$ cat config.mk
export PLATFORM = sky130hd
export DESIGN_NAME = spi_cmd_decoder
export DESIGN_NICKNAME = d
export VERILOG_FILES = /design/src/hw/spi_bridge_pkg.sv /design/src/hw/spi_cmd_decoder.sv
export SDC_FILE = /design/constraint.sdc
export NUM_CORES = 1
export LEC_CHECK = 0
export ABC_AREA = 1
export BUFFER_PORTS_ARGS = -buffer_cell sky130_fd_sc_hd__buf_2
export CAP_MARGIN = 20
export CORE_AREA = 2 2 115 84
export DETAILED_ROUTE_END_ITERATION = 8
export DIE_AREA = 0 0 117 86
export PLACE_DENSITY = 0.85
export SLEW_MARGIN = 15
export SYNTH_ARGS = -nofsm -noshare
export SYNTH_HDL_FRONTEND = slang
export SYNTH_SLANG_ARGS = --single-unit
$ cat constraint.sdc
create_clock -name clk_50MHz -period 3 [get_ports clk_50MHz]
set_input_delay 0.3 -clock clk_50MHz [delete_from_list [all_inputs] [get_ports clk_50MHz]]
set_output_delay 0.3 -clock clk_50MHz [all_outputs]
set_load 0.01 [all_outputs]
$ cat src/hw/spi_bridge_pkg.sv
`default_nettype none

package spi_bridge_pkg;

    localparam int WORD_W = 16;

    // control byte, upper half of a command word.
    typedef enum logic [7:0] {
        CMD_REG_SEL  = 8'h80,
        CMD_MEM_RD   = 8'hC0,
        CMD_MEM_WR   = 8'hC1,
        CMD_BURST_RD = 8'hD0,
        CMD_BURST_WR = 8'hD1
    } cmd_e;

    typedef enum logic {
        OP_READ  = 1'b0,
        OP_WRITE = 1'b1
    } mem_op_e;

    // len counts words and is at least one.
    typedef struct packed {
        mem_op_e     op;
        logic [15:0] len;
        logic [31:0] addr;
    } burst_cmd_t;

    typedef struct packed {
        logic              en;
        logic              we;
        logic [31:0]       addr;
        logic [WORD_W-1:0] wdata;
    } ram_req_t;

endpackage

`default_nettype wire

$ cat src/hw/spi_cmd_decoder.sv
`timescale 1ns/1ps
`default_nettype none

module spi_cmd_decoder
    import spi_bridge_pkg::*;
(
    input  logic              clk_50MHz,
    input  logic              rst_i,
    input  logic [WORD_W-1:0] rx_word_i,
    input  logic              rx_valid_i,
    output logic              sel_we_o,
    output logic [7:0]        sel_addr_o,
    output logic              data_we_o,
    output logic [WORD_W-1:0] data_o,
    output logic              start_o,
    output burst_cmd_t        cmd_o,
    output logic              seq_o,
    output logic [WORD_W-1:0] wdata_o,
    input  logic              busy_i,
    input  logic              seq_ack_i,
    input  logic [WORD_W-1:0] rdata_i
);

    typedef enum logic [3:0] {
        ST_IDLE,
        ST_BURST_LEN,
        ST_ADDR_LO,
        ST_ADDR_HI,
        ST_WR_DATA,
        ST_SINGLE,
        ST_BURST_START,
        ST_BURST_STEP,
        ST_BURST_WAIT
    } state_t;

    state_t state;
    cmd_e   ctl;
    logic   burst_q;

    assign ctl = cmd_e'(rx_word_i[WORD_W-1:WORD_W-8]);

    always_ff @(posedge clk_50MHz, posedge rst_i) begin
        if (rst_i) begin
            state      <= ST_IDLE;
            burst_q    <= 1'b0;
            sel_we_o   <= 1'b0;
            sel_addr_o <= '0;
            data_we_o  <= 1'b0;
            data_o     <= '0;
            start_o    <= 1'b0;
            cmd_o      <= '0;
            seq_o      <= 1'b0;
            wdata_o    <= '0;
        end else begin
            sel_we_o  <= 1'b0;
            data_we_o <= 1'b0;
            case (state)
                ST_IDLE: begin
                    if (rx_valid_i) begin
                        case (ctl)
                            CMD_REG_SEL: begin
                                sel_we_o   <= 1'b1;
                                sel_addr_o <= rx_word_i[7:0];
                            end
                            CMD_MEM_RD, CMD_MEM_WR: begin
                                cmd_o.op  <= (ctl == CMD_MEM_WR) ? OP_WRITE : OP_READ;
                                cmd_o.len <= 16'd1;
                                burst_q   <= 1'b0;
                                state     <= ST_ADDR_LO;
                            end
                            CMD_BURST_RD, CMD_BURST_WR: begin
                                cmd_o.op <= (ctl == CMD_BURST_WR) ? OP_WRITE : OP_READ;
                                burst_q  <= 1'b1;
                                state    <= ST_BURST_LEN;
                            end
                            default: begin
                            end
                        endcase
                    end
                end
                ST_BURST_LEN: begin
                    if (rx_valid_i) begin
                        cmd_o.len <= rx_word_i;
                        state     <= ST_ADDR_LO;
                    end
                end
                ST_ADDR_LO: begin
                    if (rx_valid_i) begin
                        cmd_o.addr[15:0] <= rx_word_i;
                        state            <= ST_ADDR_HI;
                    end
                end
                ST_ADDR_HI: begin
                    if (rx_valid_i) begin
                        cmd_o.addr[31:16] <= rx_word_i;
                        if (!burst_q && cmd_o.op == OP_WRITE)
                            state <= ST_WR_DATA;
                        else
                            state <= ST_BURST_START;
                    end
                end
                ST_WR_DATA: begin
                    if (rx_valid_i) begin
                        wdata_o <= rx_word_i;
                        state   <= ST_BURST_START;
                    end
                end
                ST_BURST_START: begin
                    // busy may still be held by the previous access.
                    if (start_o) begin
                        if (busy_i) begin
                            start_o <= 1'b0;
                            if (burst_q) begin
                                state <= ST_BURST_STEP;
                            end else begin
                                seq_o <= 1'b1;
                                state <= ST_SINGLE;
                            end
                        end
                    end else if (!busy_i) begin
                        start_o <= 1'b1;
                    end
                end
                ST_SINGLE: begin
                    if (seq_ack_i) begin
                        seq_o <= 1'b0;
                        if (cmd_o.op == OP_READ) begin
                            data_we_o <= 1'b1;
                            data_o    <= rdata_i;
                        end
                        state <= ST_IDLE;
                    end
                end
                ST_BURST_STEP: begin
                    if (!busy_i) begin
                        state <= ST_IDLE;
                    end else if (rx_valid_i) begin
                        wdata_o <= rx_word_i;
                        seq_o   <= 1'b1;
                        state   <= ST_BURST_WAIT;
                    end
                end
                ST_BURST_WAIT: begin
                    if (seq_ack_i) begin
                        seq_o <= 1'b0;
                        if (cmd_o.op == OP_READ) begin
                            data_we_o <= 1'b1;
                            data_o    <= rdata_i;
                        end
                        state <= ST_BURST_STEP;
                    end
                end
                default: state <= ST_IDLE;
            endcase
        end
    end

endmodule

`default_nettype wire

==> results of run 1 <==
layer usage:
metal	GRT usage [%]	up-vias
met1	29.4	1628
met2	32.3	126
met3	6.93	9
li1	-	1659
met4	6.20	0
met5	0	-
stage by stage:
step                      cell area (sq um)  utilization [%]
after floorplan                        3940                -
after CTS                              5030             56.6
after detailed placement               4690             52.8
after global placement                 4690             52.8
final                                  5060             56.9
after global routing                   5060             56.9
cell type report:
| cell class | instances | area [sq um] |
|---|---|---|
| Timing Repair Buffer | 136 | 713 |
| Clock inverter | 6 | 96.3 |
| Clock buffer | 10 | 239 |
| Sequential cell | 98 | 2450 |
| Tap cell | 124 | 155 |
| Inverter | 34 | 130 |
| Multi-Input combinational cell | 287 | 1270 |
| Fill cell | 749 | 3830 |
flip-flops by register name (all words and copies together), names as in the netlist:
register and count:
seq_o 1, data_o 16, burst_q 1, wdata_o 16, sel_we_o 1, cmd_o 49, data_we_o 1, start_o 1
state 4, sel_addr_o 8
kinds of logic (layout without fill, tap and decap cells):
family | count (synthesis) | after routing | share of synthesized area (%)
and+or+nand+nor | 206 | 206 | 21.7
DFF | 98 | 98 | 62.3
AOI/OAI and AO/OA | 81 | 81 | 10.5
buffers and inverters | 50 | 186 | 5.43
power groups by stage:
stage,Clock (mW),Sequential [mW],Combinational [mW]
finish,1.29,2.20,1.82
detailed placement,0,2.21,1.82
CTS,1.31,2.20,1.82
global placement,0,2.20,1.77
global route,1.35,2.26,2.06
floorplan,0,2.42,0.796
layout by cell type, fill, tap and decap left out, types with 2 or more instances in the layout:
| cell type | netlist | layout |
|---|---|---|
| nor2_1 | 28 | 28 |
| nand4_1 | 3 | 3 |
| a21oi_1 | 10 | 10 |
| buf_8 | 0 | 2 |
| dfrtp_1 | 98 | 98 |
| nand2_2 | 3 | 3 |
| o21ai_0 | 51 | 51 |
| nor3_1 | 2 | 2 |
| clkbuf_16 | 0 | 9 |
| nand2_1 | 134 | 134 |
| nor2_2 | 3 | 3 |
| bufinv_16 | 0 | 2 |
| nand3_1 | 29 | 29 |
| o21ai_1 | 17 | 17 |
| inv_1 | 31 | 30 |
| buf_4 | 2 | 5 |
| nor2_4 | 2 | 2 |
| inv_2 | 3 | 3 |
| buf_2 | 3 | 129 |
worst paths after layout:
kind                       slack (ns)                     end
setup / recovery                 1.16  wdata_o[9]$_DFFE_PP0P_
hold reg to reg                  0.48  data_o[15]$_DFFE_PP0P_
min in group clk_50MHz           0.15  data_o[15]$_DFFE_PP0P_
max in group asynchronous        2.14   cmd_o[48]$_DFFE_PP0P_
setup reg to reg                 1.16  wdata_o[9]$_DFFE_PP0P_
hold / removal                   0.08    cmd_o[1]$_DFFE_PP0P_
==> results.md, run 1 <==
- DRC: 0
- Most used cell, CP: nand2_1
- CP Buf/Inv Count: 3
- Synth cell count leaders: nand2_1, dfrtp_1, o21ai_0, inv_1, nand3_1
- Pre-CTS setup slack: 0.885 ns
- Minimum clock period after layout: 1.84 ns
- Drt first-iter violations: 196
- Post-synth EDFFs: 0
- TritonCTS Sinks: 98
- FF+latch count, synth: 98
- Die W: 117 um
- Crit path max-delay family: compound AO/OA/AOI/OAI gates
- Detailed Place HPWL: 7510 um
- CP Max Fanout: 20
- Mapped cell area: 0.00394 sq mm
- Sequential area share after synthesis: 62.3%
- Final Setup Violations: 0
- FF-to-FF Start: state[3]$_DFFE_PP0P_
- Pre-Repair DR Iteration Count: 6
- CTS root buffer: clkbuf_16
- Post-CTS sizing: 0
- Hold Fails Final Rpt: 0
- Wire length per cell: 14.8 um
- CP startpoint kind: flop
- Drt total wl: 10,300 um
- RSZ-0062 raised after global routing: no
- Measured slew at the worst slew-check pin: 0.730 ns
- CTS tree: done
- Hold WC Path Type: in -> async
- Via count: 3,422
- Avg Cell Area, Syn: 9.05 sq um
- Hold buffers post-CTS: 0
- Crit end category: flop
- Critical Path RT: 3.26 ns
- Critical Path Max Stage Delay: 0.43 ns
- Count leader, synth: nand2_1
- Top cells by area, synth: dfrtp_1, nand2_1, o21ai_0
- Initial antenna violation count: 0
- Setup repair bufs after CTS: 0
- Chip height: 86 um
- Slew margin rel.: 51.3%
- Hold WS: 0.0763 ns
- Area of the die: 0.0101 sq mm
- Core area: 0.00889 sq mm
- Routed wl met2: 4730 um
- Cell Count, Final, Fillers Out: 695
- FMAX: 0.545 GHz
- FP Rows: 29
- Net Switching: 1.95 mW
- CP max-delay cell: o211ai_2
- Ports: 130
- Pint: 3.36 mW
- Yosys warning total: 0
- Remaining global-route overflow: 0
- Latest clock arrival within the worst-skew pair: 0.34 ns
- Vias/cell: 4.92
- Tot Pwr: 5.31 mW
- FFs w/ async S/R, synth: 100%
- Top FF cell, synth: dfrtp_1
- Setup TNS: 0 ns
- P_leak: 2.82 nW
- Placed insts: 677
- Worst vdd ir: 485 uV
- Post-synth cell types: 23
- Status: finished clean
- Clk_skew: 0.00502 ns
- Vias in the first global route: 3,362
- CP Class: reg -> reg
- Nets: 603
- First-pass GRT wire length: 16,600 um
- Power Dens Cells: 1050 mW/mm^2
- H-tree depth: 3
- Pin count of the biggest net entering global routing: 61
- Gate power share: 34.3%
- Cell taking the most area after synthesis: dfrtp_1
- Data arrival, critical path: 2.10 ns
- Area growth, synth to finish: 28.4%
- Diodes inserted: 0
- R2r worst-path depth: 8
- Wire length on met1: 4780 um
- Post-route ant nets: 0
- Number of cells on the critical path: 8
- Switch share: 36.8%
- Sequential Power Share: 41.5%
- Syn Nets: 472
- Mapped Cells: 435
- Share of the synthesized area in the top cell type: 62.3%
- Num CTS Buffers: 9
- Clk slew on worst S/H paths: 0.07 ns
- Gpl congestion: 0.949
- Clock network fraction of total power: 24.2%
- Fraction of layout cells with a size suffix above 1: 28.9%
- Initial Util: 44.3%
- Met3 WL: 689 um
- CP Launch Point: state[3]$_DFFE_PP0P_
- Critical path cell sequence: inv_1 > nand2_1 > nor2_1 > inv_2 > o211ai_2 > buf_4 > nand2_1 > o21ai_1
- Final WS setup: 1.16 ns
- Fin crit share: 61.2%
- Top Layer Used: met4
- Gr usage total: 21.3%
- Clk buf depth: 2
- Final Max Tran Viols: 0
- Port Buf Inserts: 129
- Max-cap violation count: 0
No activity file was read; power rests on OpenSTA's default activity.
==> run 2, diff against run 1 <==
--- a/config.mk
+++ b/config.mk
@@ -8,10 +8,10 @@
 export ABC_AREA = 1
 export BUFFER_PORTS_ARGS = -buffer_cell sky130_fd_sc_hd__buf_2
 export CAP_MARGIN = 20
-export CORE_AREA = 2 2 115 84
+export CORE_AREA = 2 2 110 80
 export DETAILED_ROUTE_END_ITERATION = 8
-export DIE_AREA = 0 0 117 86
-export PLACE_DENSITY = 0.85
+export DIE_AREA = 0 0 112 82
+export PLACE_DENSITY = 0.88
 export SLEW_MARGIN = 15
 export SYNTH_ARGS = -nofsm -noshare
 export SYNTH_HDL_FRONTEND = slang
==> constraint.sdc (replaced) <==
create_clock -name clk_50MHz -period 1.75 [get_ports clk_50MHz]
set_input_delay 0.175 -clock clk_50MHz [delete_from_list [all_inputs] [get_ports clk_50MHz]]
set_output_delay 0.175 -clock clk_50MHz [all_outputs]
set_load 0.01 [all_outputs]
==> run 2 against run 1 <==
Combinational power is 74% higher; fmax is 16% higher; critical path depth is 1 lower; core utilization is 4.6 points higher; critical path type unchanged.
==> results.md, run 2 (synthesis gave the netlist of run 1 again) <==
- M1 GR Usage: 30.6% (+1.2 points)
- Max-cap violation count: 0 (unchanged)
- Minimum clock period after layout: 1.58 ns (-0.256 ns)
- Slew margin rel.: 57.6% (+6.3 points)
- Critical Path Max Stage Delay: 0.44 ns (about the same)
- Final Setup Violations: 0 (unchanged)
- Sequential Power Share: 42.8% (+1.3 points)
- Largest registers: cmd_o x49, data_o x16, wdata_o x16
- Nets: 606 (+0.50%)
- Gr usage total: 22.5% (+1.2 points)
- Via count: 3,420 (-0.058%)
- H-tree depth: 3 (unchanged)
- P_leak: 2.82 nW (about the same)
- Final Core Density: 61.5% (+4.6 points)
- Critical Path Sink: sel_addr_o[5]$_DFFE_PP0P_
- Area of the die: 0.00918 sq mm (-8.7%)
- DRC: 0 (unchanged)
- CP Max Fanout: 16 (-20%)
- Remaining global-route overflow: 0 (unchanged)
- R2R Path End: sel_addr_o[5]$_DFFE_PP0P_
- Drt total wl: 9760 um (-5.1%)
- Hold WS: 0.0274 ns (-0.0489 ns)
- Pre-Repair DR Iteration Count: 5 (-1)
- Net Switching: 3.21 mW (+64%)
- Hold buffers post-CTS: 1 (+1)
- Detailed Place HPWL: 7100 um (-5.4%)
- Pint: 5.50 mW (+64%)
- Cell depth of the worst min-delay path: 3
- Hold WC Path Type: in -> reg
- Status: finished clean
- Die W: 112 um (-4.3%)
- Max reg flops: 49 (unchanged)
- Final WS setup: 0.171 ns (-0.994 ns)
- Routing usage on met3: 7.23% (+0.31 points)
- Hold Fails Final Rpt: 0 (unchanged)
- Power Dens Cells: 1730 mW/mm^2 (+64%)
- Critical Path RT: 2.01 ns (-1.25 ns)
- FMAX: 0.633 GHz (+16%)
- Worst vdd ir: 966 uV (+99%)
- CP Class: reg -> reg
- Initial antenna violation count: 0 (unchanged)
- FP Rows: 28 (-3.4%)
- CP max-delay cell: dfrtp_1
- TritonCTS Sinks: 98 (unchanged)
- CP Buf/Inv Count: 1 (-2)
- Post-route ant nets: 0 (unchanged)
- Clk_skew: 0.00235 ns (-0.00267 ns)
- Latest clock arrival within the worst-skew pair: 0.34 ns (about the same)
- Vias in the first global route: 3,218 (-4.3%)
- CTS tree: done
- Number of fill cells: 709 (-5.3%)
- Diodes inserted: 0 (unchanged)
- Top Usage Layer GRT: met2
- Fin crit share: 90.3% (+29 points)
- Clk slew on worst S/H paths: 0.06 ns (about the same)
- Switch share: 36.9% (+0.070 points)
- Chip height: 82 um (-4.7%)
- R2r setup slk: 0.17 ns (-0.99 ns)
- CTS root buffer: clkbuf_16
- Measured slew at the worst slew-check pin: 0.635 ns (-0.0953 ns)
- Number of cells on the critical path: 7 (-1)
- Data arrival, critical path: 1.84 ns (-0.26 ns)
- Gpl congestion: 0.950 (+0.12%)
- Fraction of layout cells with a size suffix above 1: 28.7% (-0.23 points)
- Num CTS Buffers: 9 (unchanged)
- Commonest non-fill, non-tap cells in the layout: nand2_1, buf_2, dfrtp_1
- Setup TNS: 0 ns (unchanged)
- CP Launch Point: state[2]$_DFFE_PP0P_
- Commonest non-fill, non-tap cell in the layout: nand2_1
- Pre-CTS setup slack: 0.193 ns (-0.692 ns)
- Gate power share: 36.3% (+2.0 points)
- CP startpoint kind: flop
- Ports: 130 (unchanged)
- Wire length per cell: 14.4 um (-2.6%)
- Vias/cell: 5.05 (+2.6%)
- Clk buf depth: 2 (unchanged)
- Critical path cell sequence: nor2_4 > nand2_2 > inv_2 > nand2_2 > nor2_4 > nor2_1 > a21oi_1
- GRT met2 Usage: 35.7% (+3.4 points)
- Crit path max-delay family: simple AND/OR/NAND/NOR gates
- Core area: 0.00820 sq mm (-7.8%)
- Port Buf Inserts: 129 (unchanged)
- Most flop-heavy register: cmd_o
- Setup repair bufs after CTS: 0 (unchanged)
- Area growth, synth to finish: 28.1%
- First-pass GRT wire length: 16,000 um (-3.8%)
- Pin count of the biggest net entering global routing: 33 (-46%)
- Final Max Tran Viols: 0 (unchanged)
- Initial Util: 48.0% (+3.7 points)
- FF-to-FF Start: state[2]$_DFFE_PP0P_
- Crit end category: flop
- R2r worst-path depth: 7 (-1)
- Post-CTS sizing: 0 (unchanged)
- Drt first-iter violations: 200 (+2.0%)
- RSZ-0062 raised after global routing: no
- Clock network fraction of total power: 20.9% (-3.3 points)
[run 2: cell count changes in the layout (fill, tap and decap cells not counted)]
cell           change
dlygate4sd3_1      +1
buf_4              -1
buf_8              -2
bufinv_16          -2
inv_4              -1
clkinv_2           +1
buf_12             +5
clkbuf_8           +1
clkbuf_1           +1
inv_6              -1
inv_8              -1
[run 2: layer usage]
| layer | up-vias | share of wire, % |
|---|---|---|
| met2 | 113 | 46 |
| li1 | 1664 | - |
| met1 | 1633 | 46 |
| met3 | 10 | 6.9 |
| met4 | 0 | 1.0 |
| met5 | - | 0 |
[run 2: power by group through the flow]
stage | Clock (mW) | Sequential, mW | Combinational, mW
2_1_floorplan | 0 | 4.14 | 1.36
3_3_place_gp | 0 | 3.70 | 3.10
3_5_place_dp | 0 | 3.74 | 3.18
4_1_cts | 1.86 | 3.72 | 3.19
5_1_grt | 1.96 | 3.84 | 3.55
6_report | 1.82 | 3.73 | 3.16
[run 2: tightest hold or removal path: stages]
cell     delay, ns
buf_2         0.07
nand2_1       0.04
nand2_1       0.04
[run 2: final cells by class]
| type | instances | area, sq um | area share [%] |
|---|---|---|---|
| inverter | 34 | 131 | 2.61 |
| sequential | 98 | 2450 | 48.6 |
| multi-input combinational | 287 | 1270 | 25.2 |
| clock inverter | 2 | 13.8 | 0.273 |
| timing repair buffer | 139 | 786 | 15.6 |
| tap | 105 | 131 | 2.61 |
| clock buffer | 12 | 256 | 5.09 |
[run 2: worst min path at each step]
stage | start | slack, ns | to
final | rdata_i[12] | 0.03 | data_o[12]$_DFFE_PP0P_
after global routing | rdata_i[6] | 0.02 | data_o[6]$_DFFE_PP0P_
after CTS | rdata_i[12] | 0.02 | data_o[12]$_DFFE_PP0P_
after detailed placement | rst_i | 0.29 | cmd_o[26]$_DFFE_PP0P_
after global placement | rst_i | 0.28 | cmd_o[26]$_DFFE_PP0P_
after floorplan | rdata_i[0] | 0.28 | data_o[0]$_DFFE_PP0P_
[run 2: stage by stage]
step / instances / power (mW) / instance area, sq um
global route: 677 / 9.35 / 5040
floorplan: 435 / 5.51 / 3940
global placement: 662 / 6.80 / 4760
finish: 677 / 8.71 / 5040
detailed placement: 662 / 6.92 / 4760
CTS: 677 / 8.77 / 5040
==> run 3, diff against run 2 <==
--- a/config.mk
+++ b/config.mk
@@ -5,13 +5,14 @@
 export SDC_FILE = /design/constraint.sdc
 export NUM_CORES = 1
 export LEC_CHECK = 0
-export ABC_AREA = 1
 export BUFFER_PORTS_ARGS = -buffer_cell sky130_fd_sc_hd__buf_2
 export CAP_MARGIN = 20
-export CORE_AREA = 2 2 110 80
+export CELL_PAD_IN_SITES_DETAIL_PLACEMENT = 1
+export CELL_PAD_IN_SITES_GLOBAL_PLACEMENT = 1
+export CORE_AREA = 2 2 122 88
 export DETAILED_ROUTE_END_ITERATION = 8
-export DIE_AREA = 0 0 112 82
-export PLACE_DENSITY = 0.88
+export DIE_AREA = 0 0 124 90
+export PLACE_DENSITY = 0.89
 export SLEW_MARGIN = 15
 export SYNTH_ARGS = -nofsm -noshare
 export SYNTH_HDL_FRONTEND = slang
==> run 3 against run 2 <==
The run now ends with hold timing, setup timing left; non-clock buffer count up 27; critical endpoint is now sel_addr_o[6]$_DFFE_PP0P_; final cell count decreased by 16%; hold slack got worse by 0.072 ns.
==> results.md, run 3 <==
- Max-cap violation count: 0 (unchanged)
- Hold WC Path Type: in -> async
- Vias in the first global route: 3,209 (-0.28%)
- First-pass GRT wire length: 17,300 um (+8.4%)
- Violated checks: hold timing, setup timing
- Pin count of the biggest net entering global routing: 99 (+200%)
- Max reg flops: 49 (unchanged)
- Cell taking the most area after synthesis: dfrtp_1
- Initial Util: 39.0% (-9.1 points)
- Minimum clock period after layout: 1.78 ns (+0.202 ns)
- Clk buf depth: 2 (unchanged)
- Top FF cell, synth: dfrtp_1
- FF+latch count, synth: 98 (unchanged)
- CP Launch Point: state[3]$_DFFE_PP0P_
- FF-to-FF Start: state[3]$_DFFE_PP0P_
- XOR/XNOR share of the synthesized area: 0% (unchanged)
- Gpl congestion: 0.839 (-12%)
- Data arrival, critical path: 2.01 ns (+0.17 ns)
- Yosys warning total: 0 (unchanged)
- Pre-CTS setup slack: -0.190 ns (-0.383 ns)
- Crit end category: flop
- H-tree depth: 3 (unchanged)
- FMAX: 0.561 GHz (-11%)
- Drt total wl: 10,600 um (+8.9%)
- CP startpoint kind: flop
- Die W: 124 um (+11%)
- Top cells by area, synth: dfrtp_1, mux2_2, a22o_1
- CTS tree: done
- Sequential area share after synthesis: 62.4% (+0.12 points)
- FP Rows: 31 (+11%)
- TritonCTS Sinks: 98 (unchanged)
- Worst vdd ir: 1080 uV (+11%)
- Via count: 2,885 (-16%)
- Diodes inserted: 0 (unchanged)
- Pre-Repair DR Iteration Count: 4 (-1)
- Status: complete, but fails checks
- Measured slew at the worst slew-check pin: 0.522 ns (-0.113 ns)
- Largest family of logic cells by synthesized area: multiplexers
- Count leader, synth: dfrtp_1
- Remaining global-route overflow: 0 (unchanged)
- Hold WS: -0.0446 ns (-0.0720 ns)
- Syn Nets: 305 (-35%)
- Avg Cell Area, Syn: 14.7 sq um (+62%)
- P_leak: 2.70 nW (-4.1%)
- Synth cell count leaders: dfrtp_1, mux2_2, a22o_1, buf_2
- Post-synth EDFFs: 0 (unchanged)
- Most flop-heavy register: cmd_o
- RSZ-0062 raised after global routing: yes
- DRC: 0 (unchanged)
- Adder-Cell Fraction of Synth Area: 0.255% (+0.25 points)
- Mapped cell area: 0.00393 sq mm (-0.19%)
- Num CTS Buffers: 9 (unchanged)
- Core area: 0.0101 sq mm (+23%)
- Nets: 466 (-23%)
- Clk_skew: 0.00506 ns (+0.00271 ns)
- Fraction of layout cells with a size suffix above 1: 63.4% (+35 points)
- Post-route ant nets: 0 (unchanged)
- Chip height: 90 um (+9.8%)
- R2R Path End: sel_addr_o[6]$_DFFE_PP0P_
- Final Max Tran Viols: 0 (unchanged)
- Area of the die: 0.0112 sq mm (+22%)
- Hold buffers post-CTS: 0 (-1)
- CP Class: reg -> reg
- R2r setup slk: -0.03 ns (-0.20 ns)
- Wire length per cell: 18.8 um (+30%)
- Area growth, synth to finish: 37.8%
- Largest registers: cmd_o x49, data_o x16, wdata_o x16
- Power Dens Cells: 1820 mW/mm^2 (+5.4%)
- Final Setup Violations: 32 (+32)
- CP Max Fanout: 8 (-8)
- Latest clock arrival within the worst-skew pair: 0.34 ns (about the same)
- Detailed Place HPWL: 7500 um (+5.6%)
- Post-synth cell types: 41 (+78%)
- Initial antenna violation count: 0 (unchanged)
- CTS root buffer: clkbuf_16
- Commonest non-fill, non-tap cells in the layout: buf_2, dfrtp_1, mux2_2
- R2r worst-path depth: 6 (-1)
- Fin crit share: 102% (+12 points)
- Compound-Gate Fraction of Synth Area: 6.78% (-3.8 points)
- Final WS setup: -0.0310 ns (-0.202 ns)
- Critical Path RT: 1.97 ns (-0.04 ns)
- Mapped Cells: 268 (-38%)
- Ports: 130 (unchanged)
- Slew margin rel.: 65.2% (+7.6 points)
- Gr usage total: 20.2% (-2.3 points)
- Commonest non-fill, non-tap cell in the layout: buf_2
- Hold Fails Final Rpt: 29 (+29)
- Port Buf Inserts: 129 (unchanged)
- FFs w/ async S/R, synth: 100% (unchanged)
- Multiplexer share of the synthesized area: 21.5% (+21 points)
- Share of the synthesized area in the top cell type: 62.4% (+0.12 points)
- Post-synthesis simple-gate area fraction: 6.46% (-15 points)
- Drt first-iter violations: 87 (-56%)
- Clk slew on worst S/H paths: 0.06 ns (about the same)
- Vias/cell: 5.10 (+0.90%)
[run 3: cell types whose count changed in the layout (fill, tap and decap cells not counted), sizes merged, moves of 3 or more]
cell   delta
nand2   -132
mux2     +75
o21ai    -64
inv      -30
nor2     -30
buf      +28
nand3    -24
a22o     +14
nor2b     +5
a21oi     -4
nand4     -3
nor3b     +3
[run 3: worst max-delay path by stage]
stage                                           end  slack (ns)  cells past startpoint
after global routing      sel_addr_o[1]$_DFFE_PP0P_       -0.09                      6
after global placement         state[0]$_DFFE_PP0P_       -0.18                      7
after detailed placement       state[0]$_DFFE_PP0P_       -0.19                      7
final                     sel_addr_o[6]$_DFFE_PP0P_       -0.03                      6
after floorplan                state[0]$_DFFE_PP0P_      -0.002                      6
after CTS                      state[3]$_DFFE_PP0P_       -0.02                      4
[run 3: metal layers]
layer | vias up | global-route usage, % | wire length (um)
li1 | 1294 | - | -
met1 | 1488 | 25.3 | 4640
met2 | 94 | 33.6 | 5170
met3 | 9 | 6.85 | 718
met4 | 0 | 5.06 | 104
met5 | - | 0 | 0
[run 3: metrics by stage]
stage | std cells | cell area, sq um | setup TNS [ns] | power, mW | utilization [%]
2_1_floorplan | 268 | 3960 | -0.00202 | 5.89 | -
3_3_place_gp | 544 | 4970 | -0.929 | 7.34 | 49.2
3_5_place_dp | 544 | 4970 | -2.30 | 7.59 | 49.2
4_1_cts | 565 | 5370 | -0.149 | 9.88 | 53.2
5_1_grt | 566 | 5420 | -2.58 | 10.5 | 53.7
6_report | 566 | 5420 | -0.454 | 9.86 | 53.7
[run 3: cell type report]
type	count	area, sq um
Tap cell	132	165
Sequential cell	98	2460
Clock buffer	12	246
Multi-Input combinational cell	150	1440
Inverter	4	18.8
Fill cell	1041	4670
Timing Repair Buffer	166	1010
Clock inverter	4	75.1
[run 3: critical path: stages (launching register included)]
cell and delay [ns]:
dfrtp_2 0.43, buf_4 0.17, nor3b_4 0.30, nand2_2 0.11, nor3_4 0.16, buf_12 0.16
mux2_2 0.33
[run 3: kinds of logic after synthesis]
| family | after synthesis |
|---|---|
| buffers and inverters | 20 |
| AOI/OAI and AO/OA | 36 |
| muxes | 75 |
| DFF | 98 |
| and+or+nand+nor | 38 |
| adders and majority gates | 1 |
[run 3: power by group]
part           total, mW  internal [mW]  switching, mW  leakage (nW)
Clock               2.11           1.29          0.819         0.149
Sequential          3.82           3.25          0.565          1.21
Combinational       3.93           2.08           1.86          1.35
Total               9.86           6.62           3.24          2.70
[run 3: what timing repair did]
item | 4_1_cts | 5_1_grt
endpoints found under the setup margin | 43 | 56
resized for setup | 15 | 8
endpoints found under the hold margin | 0 | 0
pin swaps | 5 | 1
setup buffers | 5 | 1
